## config.mk

```make
export PLATFORM = sky130hd
export DESIGN_NAME = core_top
export DESIGN_NICKNAME = d
export VERILOG_FILES = /design/src/source/core_pkg.sv /design/src/source/signal_sync.sv /design/src/source/i2s_audio_out.sv /design/src/source/video_out_formatter.sv /design/src/source/pad_button_map.sv /design/src/source/core_top.sv
export VERILOG_INCLUDE_DIRS = /design/src /design/src/include
export SDC_FILE = /design/constraint.sdc
export NUM_CORES = 1
export LEC_CHECK = 0
export ABC_AREA = 1
export BUFFER_PORTS_ARGS = -buffer_cell sky130_fd_sc_hd__buf_2
export CAP_MARGIN = 20
export CORE_MARGIN = 4
export CORE_UTILIZATION = 45
export CTS_CLUSTER_SIZE = 20
export DETAILED_ROUTE_END_ITERATION = 6
export GPL_TIMING_DRIVEN = 0
export PLACE_DENSITY = 0.71
export SYNTH_ARGS = -nofsm -noshare
export SYNTH_HDL_FRONTEND = slang
export SYNTH_HIERARCHICAL = 1
export SYNTH_SLANG_ARGS = --single-unit
```

## constraint.sdc

```tcl
create_clock -name clk_74a -period 1.95 [get_ports clk_74a]
set_input_delay 0.195 -clock clk_74a [delete_from_list [all_inputs] [get_ports clk_74a]]
set_output_delay 0.195 -clock clk_74a [all_outputs]
set_load 0.01 [all_outputs]
```

## src/include/core_config.svh

```systemverilog
// build constants for the core shell, every count is in clk_74a cycles
// audio numbers assume a 74.25 MHz clk_74a and a 48 kHz output rate
// key positions follow the host controller key bitmap
`ifndef CORE_CONFIG_SVH
`define CORE_CONFIG_SVH

////////////////////
// audio clocking
////////////////////
// fractional mclk accumulator, 22 bit
// step / wrap = mclk toggles per clk_74a cycle, gives 12.288 MHz
`define AUD_ACCUM_STEP 22'd245760
`define AUD_ACCUM_WRAP 22'd742500
// mclk cycles per serial bit
`define AUD_SCLK_DIV 4
// serial bits per channel slot, active bits at the front
`define I2S_SLOT_BITS 32
`define I2S_SAMPLE_BITS 16

// synchronizer depths for game core inputs
`define AUDIO_SYNC_STAGES 3
`define VIDEO_SYNC_STAGES 2

////////////////////
// controller keys
////////////////////
`define KEY_RIGHT 3
`define KEY_LEFT 2
`define KEY_START 15
`define KEY_FIRE 4
`define KEY_SPARE 7
`define KEY_THRUST 6
`define KEY_HYPER 5

// top address byte of the command region
`define BRIDGE_CMD_REGION 8'hF8

`endif

```

## src/source/core_pkg.sv

```systemverilog
// shared packed types for the core shell
// field order is msb first, so a plain vector view follows the listing
`default_nettype none

package core_pkg;

  ////////////////////
  // audio
  ////////////////////
  // one stereo sample, left in the upper half
  typedef struct packed {
    logic signed [15:0] left;
    logic signed [15:0] right;
  } stereo_sample_t;

  ////////////////////
  // video
  ////////////////////
  // raw game core video, 4 bit colour
  typedef struct packed {
    logic [3:0] r;
    logic [3:0] g;
    logic [3:0] b;
    logic       hs;
    logic       vs;
    logic       hblank;
    logic       vblank;
  } core_video_t;

  // formatted video for the scaler
  typedef struct packed {
    logic [23:0] rgb;
    logic        de;
    logic        hs;
    logic        vs;
    logic        skip;
  } scaler_video_t;

  ////////////////////
  // controls
  ////////////////////
  // arcade button set, each bit active low
  typedef struct packed {
    logic right;
    logic left;
    logic p1_start;
    logic p2_start;
    logic fire;
    logic spare;
    logic thrust;
    logic hyperspace;
  } arcade_buttons_t;

endpackage

`default_nettype wire

```

## src/source/signal_sync.sv

```systemverilog
// register chain for inputs from another clock domain
// a multi-bit payload is only coherent if it is held stable for STAGES cycles
// payload_t must be a packed type
`default_nettype none
`timescale 1ns/10ps

module signal_sync #(
  parameter type payload_t = logic,
  parameter int  STAGES    = 2
) (
  input  wire      clk_74a,
  input  wire      arst_n,
  input  payload_t async_in,
  output payload_t sync_out
);

  // stage 0 catches the async value, last stage is the clean copy
  payload_t stage_q [STAGES];

  always_ff @(posedge clk_74a or negedge arst_n)
  begin
    if (!arst_n)
    begin
      for (int i = 0; i < STAGES; i++)
        stage_q[i] <= '0;
    end
    else
    begin
      stage_q[0] <= async_in;
      // shift down the chain
      for (int i = 1; i < STAGES; i++)
        stage_q[i] <= stage_q[i-1];
    end
  end

  assign sync_out = stage_q[STAGES-1];

endmodule

`default_nettype wire

```

## src/source/i2s_audio_out.sv

```systemverilog
// i2s transmitter, all timing from clk_74a enables, no derived clocks
// sample must already be synchronized; it is taken once per frame
// left slot is lrck low, 16 data bits msb first, one bit period after the lrck edge
`default_nettype none
`timescale 1ns/10ps

`include "core_config.svh"

module i2s_audio_out
  import core_pkg::*;
(
  input  wire            clk_74a,
  input  wire            arst_n,
  input  stereo_sample_t sample,
  output logic           audio_mclk,
  output logic           audio_lrck,
  output logic           audio_dac
);

  localparam logic [21:0] ACCUM_STEP  = `AUD_ACCUM_STEP;
  localparam logic [21:0] ACCUM_WRAP  = `AUD_ACCUM_WRAP;
  localparam int          SCLK_DIV    = `AUD_SCLK_DIV;
  localparam int          DIV_W       = $clog2(SCLK_DIV);
  localparam int          SLOT_BITS   = `I2S_SLOT_BITS;
  localparam int          SLOT_W      = $clog2(SLOT_BITS);
  localparam int          SAMPLE_BITS = `I2S_SAMPLE_BITS;
  localparam int          SHIFT_W     = $bits(stereo_sample_t);

  logic [21:0]        accum_q;
  logic               mclk_toggle;
  logic               mclk_rise;
  logic [DIV_W-1:0]   mclk_div_q;
  logic               bit_stb;
  logic [SLOT_W-1:0]  slot_cnt_q;
  logic               slot_last;
  logic               shift_active;
  logic [SHIFT_W-1:0] shift_q;

  ////////////////////
  // mclk generation
  ////////////////////
  // toggle whenever the accumulator reaches the wrap value
  assign mclk_toggle = (accum_q >= ACCUM_WRAP);
  // rising edge detect, mclk is low and about to go high this cycle
  assign mclk_rise = mclk_toggle & ~audio_mclk;

  always_ff @(posedge clk_74a or negedge arst_n)
  begin
    if (!arst_n)
    begin
      accum_q    <= '0;
      audio_mclk <= 1'b0;
    end
    else if (mclk_toggle)
    begin
      accum_q    <= accum_q - ACCUM_WRAP + ACCUM_STEP;
      audio_mclk <= ~audio_mclk;
    end
    else
    begin
      accum_q <= accum_q + ACCUM_STEP;
    end
  end

  ////////////////////
  // bit strobe
  ////////////////////
  // one strobe every SCLK_DIV mclk rising edges
  assign bit_stb = mclk_rise & (mclk_div_q == DIV_W'(SCLK_DIV - 1));

  always_ff @(posedge clk_74a or negedge arst_n)
  begin
    if (!arst_n)
      mclk_div_q <= '0;
    else if (mclk_rise)
      mclk_div_q <= mclk_div_q + 1'b1;
  end

  ////////////////////
  // serializer
  ////////////////////
  // slot_cnt is the bit period that just ended
  assign slot_last    = (slot_cnt_q == SLOT_W'(SLOT_BITS - 1));
  // periods 1..16 of the slot carry data
  assign shift_active = (slot_cnt_q < SLOT_W'(SAMPLE_BITS));

  always_ff @(posedge clk_74a or negedge arst_n)
  begin
    if (!arst_n)
    begin
      slot_cnt_q <= '0;
      audio_lrck <= 1'b0;
      audio_dac  <= 1'b0;
      shift_q    <= '0;
    end
    else if (bit_stb)
    begin
      slot_cnt_q <= slot_last ? '0 : slot_cnt_q + 1'b1;
      // period 0 and the padding bits stay low
      audio_dac  <= shift_active & shift_q[SHIFT_W-1];
      if (slot_last)
      begin
        audio_lrck <= ~audio_lrck;
        // high to low starts the left slot, new frame
        if (audio_lrck)
          shift_q <= {sample.left, sample.right};
      end
      else if (shift_active)
      begin
        shift_q <= {shift_q[SHIFT_W-2:0], 1'b0};
      end
    end
  end

endmodule

`default_nettype wire

```

## src/source/video_out_formatter.sv

```systemverilog
// formats core video for the scaler, advances only on pixel_ce
// raw_video must already be synchronized to clk_74a
// sync outputs are one-pixel pulses on the input rising edge
`default_nettype none
`timescale 1ns/10ps

module video_out_formatter
  import core_pkg::*;
(
  input  wire           clk_74a,
  input  wire           arst_n,
  input  wire           pixel_ce,
  input  core_video_t   raw_video,
  output scaler_video_t video_out
);

  logic        active;
  logic [23:0] rgb_expanded;
  logic        hs_prev_q;
  logic        vs_prev_q;

  ////////////////////
  // colour path
  ////////////////////
  // visible area when neither blank is set
  assign active = ~(raw_video.hblank | raw_video.vblank);

  // 4 to 8 bit by nibble duplication, 0xf maps to 0xff
  assign rgb_expanded = {{2{raw_video.r}},
                         {2{raw_video.g}},
                         {2{raw_video.b}}};

  ////////////////////
  // output registers
  ////////////////////
  always_ff @(posedge clk_74a or negedge arst_n)
  begin
    if (!arst_n)
    begin
      video_out <= '0;
      hs_prev_q <= 1'b0;
      vs_prev_q <= 1'b0;
    end
    else if (pixel_ce)
    begin
      video_out.de <= active;
      // colour is blacked out during blanking
      if (active)
        video_out.rgb <= rgb_expanded;
      else
        video_out.rgb <= '0;

      // rising edge of sync becomes a single pixel pulse
      video_out.hs <= raw_video.hs & ~hs_prev_q;
      video_out.vs <= raw_video.vs & ~vs_prev_q;

      // no frame skipping from this core
      video_out.skip <= 1'b0;

      hs_prev_q <= raw_video.hs;
      vs_prev_q <= raw_video.vs;
    end
  end

endmodule

`default_nettype wire

```

## src/source/pad_button_map.sv

```systemverilog
// two controllers onto one arcade panel
// shared controls respond to either player, start buttons stay per player
// buttons are active low and follow the keys one cycle later
`default_nettype none
`timescale 1ns/10ps

`include "core_config.svh"

module pad_button_map
  import core_pkg::*;
(
  input  wire             clk_74a,
  input  wire             arst_n,
  input  wire [15:0]      cont1_key,
  input  wire [15:0]      cont2_key,
  output arcade_buttons_t buttons
);

  // either player can drive a shared control
  logic [15:0] any_key;

  assign any_key = cont1_key | cont2_key;

  always_ff @(posedge clk_74a or negedge arst_n)
  begin
    if (!arst_n)
    begin
      // all released
      buttons <= '1;
    end
    else
    begin
      buttons.right      <= ~any_key[`KEY_RIGHT];
      buttons.left       <= ~any_key[`KEY_LEFT];
      // start is per player
      buttons.p1_start   <= ~cont1_key[`KEY_START];
      buttons.p2_start   <= ~cont2_key[`KEY_START];
      buttons.fire       <= ~any_key[`KEY_FIRE];
      // spare input, unused by the game
      buttons.spare      <= ~any_key[`KEY_SPARE];
      buttons.thrust     <= ~any_key[`KEY_THRUST];
      buttons.hyperspace <= ~any_key[`KEY_HYPER];
    end
  end

endmodule

`default_nettype wire

```

## src/source/core_top.sv

```systemverilog
// core shell top, single clock domain on clk_74a
// core_sample and core_video arrive asynchronous and are synchronized here
// pixel_ce is a one-cycle strobe already on clk_74a
// bridge_rd_data is combinational from bridge_addr
`default_nettype none
`timescale 1ns/10ps

`include "core_config.svh"

module core_top
  import core_pkg::*;
(
  input  wire             clk_74a,
  input  wire             arst_n,

  // game core side
  input  stereo_sample_t  core_sample,
  input  core_video_t     core_video,
  input  wire             pixel_ce,

  // controllers
  input  wire [15:0]      cont1_key,
  input  wire [15:0]      cont2_key,
  output arcade_buttons_t buttons,

  // audio pins
  output logic            audio_mclk,
  output logic            audio_lrck,
  output logic            audio_dac,

  // scaler video
  output scaler_video_t   video_out,

  // bridge read path
  input  wire [31:0]      bridge_addr,
  input  wire [31:0]      cmd_rd_data,
  output logic [31:0]     bridge_rd_data
);

  stereo_sample_t sample_sync;
  core_video_t    video_sync;

  ////////////////////
  // input sync
  ////////////////////
  signal_sync #(
    .payload_t (stereo_sample_t),
    .STAGES    (`AUDIO_SYNC_STAGES)
  ) u_audio_sync (
    .clk_74a  (clk_74a),
    .arst_n   (arst_n),
    .async_in (core_sample),
    .sync_out (sample_sync)
  );

  signal_sync #(
    .payload_t (core_video_t),
    .STAGES    (`VIDEO_SYNC_STAGES)
  ) u_video_sync (
    .clk_74a  (clk_74a),
    .arst_n   (arst_n),
    .async_in (core_video),
    .sync_out (video_sync)
  );

  ////////////////////
  // datapaths
  ////////////////////
  i2s_audio_out u_i2s (
    .clk_74a    (clk_74a),
    .arst_n     (arst_n),
    .sample     (sample_sync),
    .audio_mclk (audio_mclk),
    .audio_lrck (audio_lrck),
    .audio_dac  (audio_dac)
  );

  video_out_formatter u_video (
    .clk_74a   (clk_74a),
    .arst_n    (arst_n),
    .pixel_ce  (pixel_ce),
    .raw_video (video_sync),
    .video_out (video_out)
  );

  pad_button_map u_pads (
    .clk_74a   (clk_74a),
    .arst_n    (arst_n),
    .cont1_key (cont1_key),
    .cont2_key (cont2_key),
    .buttons   (buttons)
  );

  ////////////////////
  // bridge read mux
  ////////////////////
  // only the command region answers, all else reads zero
  always_comb
  begin
    if (bridge_addr[31:24] == `BRIDGE_CMD_REGION)
      bridge_rd_data = cmd_rd_data;
    else
      bridge_rd_data = '0;
  end

endmodule

`default_nettype wire

```

==> metrics <==
Crit-path slowest cell dfrtp_1; RR Startpoint u_i2s/slot_cnt_q[1]$_DFFE_PN0P_; FP Rows 50; die span in y ~150 µm; max_slew headroom ~52%; most frequent cells after synthesis nand2_1, dfrtp_1, inv_1; cell mode on critical path inv_2; Clock Pin Slew Worst Setup and Hold Paths roughly 0.060 ns; worst ir drop on vdd around 790 µV; Critical Path AT 2.31 ns; share of layout cells above drive strength 1 a little under two fifths; final worst path period need around 1.9 ns; die width 147 µm; Clk Latency, worst-skew pair 0.52 ns; Final Net Count 1,271; Tot Pwr 10.0 mW; Setup Viol. Count Final 0; Startpoint Class flip-flop; Post-Syn Area per Cell between 10 and 15 µm²; # diodes 0; GRT Overall Usage about 17%; setup TNS 0 ns; Synth warnings 6; Synth top area share approximately three fifths; FMAX ~0.52 GHz; leak pwr about 6.2 nW; vias in the first global route 6,457; DRC 0; wire per inst 13.0 µm; worst r2r path cells 13; critical path capture point type flip-flop; Final Hold Fails 0; Tcrit/Tclk final between 90% and 100%; count leader, synth nand2_1; Routability Congestion 0.813; status complete, no violations; R2R setup slack 0.04 ns; Post-Syn Area approximately 0.0087 mm²; RR Endpoint u_i2s/shift_q[1]$_DFFE_PN0P_; DP HPWL 10.8 mm; placed cell area between 0.009 and 0.01 mm²; largest cells by area after synthesis dfrtp_1, nand2_1, buf_4; post-route ant nets 0; Critical Path RT 2.35 ns; Via density approximately 4.5; Top FF cell, synth dfrtp_1; GRT overflow 0; Total Wirelength ~18 mm; clock sink total 215; cell taking the most area after synthesis dfrtp_1; Design Area, Final ~0.012 mm²; CP Cell Sequence ha_2 -> inv_2 -> nor3_2 -> ha_2 -> inv_4 -> nor2_4 -> inv_2 -> o21ai_2 -> inv_2 -> nand4_4 -> buf_6 -> nand2_2 -> nand2_2; clock buffer depth 3; largest net degree at the start of global routing 118; Crit Path Category reg2reg; Synth Register Bits around 220; initial antenna violation count 0; Clock Skews approximately 0.009 ns; I/O pin cnt between 200 and 250; Post-Syn Nets 997; Pre-antenna DRT Iters 4; # Max-Cap Violations 0; vias 6,224; IO buf count between 150 and 200; Synth Instances roughly 840; Distinct cells, synth 37; register area share after synthesis around three fifths; Min-Delay Path Class in2async; initial DRC count 293; PD cells about 860 mW/mm²; largest fanout on the critical path 7; die area about 0.022 mm²; cts bufs inserted 23; Slowest Stage Delay on Critical Path just under 0.4 ns; CORE AREA 0.0189 mm²; CTS H-tree depth 1; final core utilization slightly above 60%; EDFF count, synth 0; RSZ-0062 raised after global routing yes; actual slew at the worst max-slew pin approximately 0.71 ns; area delta synth->final 34.0%; Starting Density roughly 46%; CTS root buf clkbuf_16; async set-reset flop share out of synthesis 100%; fin. max-slew vios 0; first-pass GRT wire length approximately 31 mm; CTS tree done
## what timing repair did
| action | CTS | global route |
|---|---|---|
| hold endpoints to repair | 155 | 0 |
| endpoints found under the setup margin | 37 | 44 |
| cloned | 2 | 1 |
| resized for setup | 13 | 49 |
| hold buffers | 64 | 0 |
| pin swaps | 3 | 17 |
| buffers inserted | 7 | 4 |
## cells in the final DEF (no fill, tap or decap), types with 2 or more instances in the layout
cell type and instances:
nand2_1 231, dfrtp_1 207, buf_2 176, buf_4 76, inv_1 68, dlygate4sd3_1 64, nand2_2 40, nand4_1 35
nand3_1 30, nor2_2 29, clkbuf_16 23, nor2_1 22, buf_6 17, xor2_1 11, dfstp_2 8, inv_2 7
nor2_4 6, a21oi_1 6, o21ai_0 6, ha_1 6, bufinv_16 5, clkinv_2 5, o21ai_1 5, xnor2_1 5
o21ai_2 4, clkbuf_4 4, clkinvlp_4 3, clkbuf_8 3, nor3_1 3, nand2_4 3, buf_8 2, nand3_2 2
nand2_8 2, ha_2 2
## kinds of logic after synthesis
kind of cell	Yosys count	synth area share, %
flip-flops	215	61.9
adder cells (fa/ha/maj)	9	1.29
other	1	0.0431
buffers and inverters	170	11.7
AO/OA/AOI/OAI	23	1.61
XOR/XNOR	16	1.61
AND/OR/NAND/NOR	407	21.8
## final cells by class
class,instances,area (µm²)
Fill cell,1518,7230
Buffer,89,731
Sequential cell,215,5390
Timing Repair Buffer,252,1660
Clock inverter,16,235
Inverter,78,303
Multi-Input combinational cell,456,2400
Tap cell,260,325
Clock buffer,26,617
## state kept, by name (all words and copies together), names as in the netlist
name                   flops
u_i2s/audio_dac            1
u_i2s/audio_lrck           1
u_video_sync/sync_out     16
u_audio_sync/sync_out     32
u_i2s/slot_cnt_q           5
u_i2s/mclk_div_q           2
u_video/vs_prev_q          1
u_video/video_out         15
u_i2s/shift_q             32
u_i2s/audio_mclk           1
u_audio_sync/stage_q      64
u_video/hs_prev_q          1
u_i2s/accum_q             20
u_pads/buttons             8
u_video_sync/stage_q      16
## through the flow
step / instances / hold slack [ns] / worst slack, ns
2_1_floorplan: 841 / -0.101 / 0.129
3_3_place_gp: 1274 / 0.303 / -2.92
3_5_place_dp: 1275 / 0.282 / -0.331
4_1_cts: 1390 / 0.294 / 0.00144
5_1_grt: 1392 / 0.307 / -0.0411
6_report: 1392 / 0.316 / 0.0388
## worst max-delay path, delay by kind of cell (launching register included)
| family | cells | cell delay [ns] |
|---|---|---|
| buffers and inverters | 5 | 0.53 |
| AND/OR/NAND/NOR | 5 | 0.41 |
| adder cells (fa/ha/maj) | 2 | 0.40 |
| flip-flops | 1 | 0.39 |
| AO/OA/AOI/OAI | 1 | 0.05 |
## power by group
| part | switching, mW | leakage, nW | internal, mW | total [mW] |
|---|---|---|---|---|
| Clock | 1.82 | 0.414 | 2.97 | 4.79 |
| Sequential | 0.0605 | 2.61 | 4.63 | 4.69 |
| Combinational | 0.247 | 3.21 | 0.301 | 0.547 |
## routing by layer
metal	global-route usage (%)	part of all wire, %	wire length (µm)
met3	4.04	5.3	954
met5	0	0	0
met1	22.2	42	7650
met2	28.7	51	9200
met4	4.33	1.9	340
## worst max path at each step
| stage | startpoint | to | slack (ns) |
|---|---|---|---|
| 3_5_place_dp | u_i2s/slot_cnt_q[0]$_DFFE_PN0P_ | u_i2s/shift_q[20]$_DFFE_PN0P_ | -0.33 |
| 6_report | u_i2s/slot_cnt_q[1]$_DFFE_PN0P_ | u_i2s/shift_q[1]$_DFFE_PN0P_ | 0.04 |
| 3_3_place_gp | arst_n | u_video_sync/sync_out[13]$_DFF_PN0_ | -2.92 |
| 5_1_grt | u_i2s/slot_cnt_q[1]$_DFFE_PN0P_ | u_i2s/shift_q[1]$_DFFE_PN0P_ | -0.04 |
| 2_1_floorplan | u_i2s/slot_cnt_q[0]$_DFFE_PN0P_ | u_i2s/shift_q[10]$_DFFE_PN0P_ | 0.13 |
| 4_1_cts | u_i2s/slot_cnt_q[1]$_DFFE_PN0P_ | u_i2s/shift_q[11]$_DFFE_PN0P_ | 0.001 |
No activity file was read; power rests on OpenSTA's default activity.
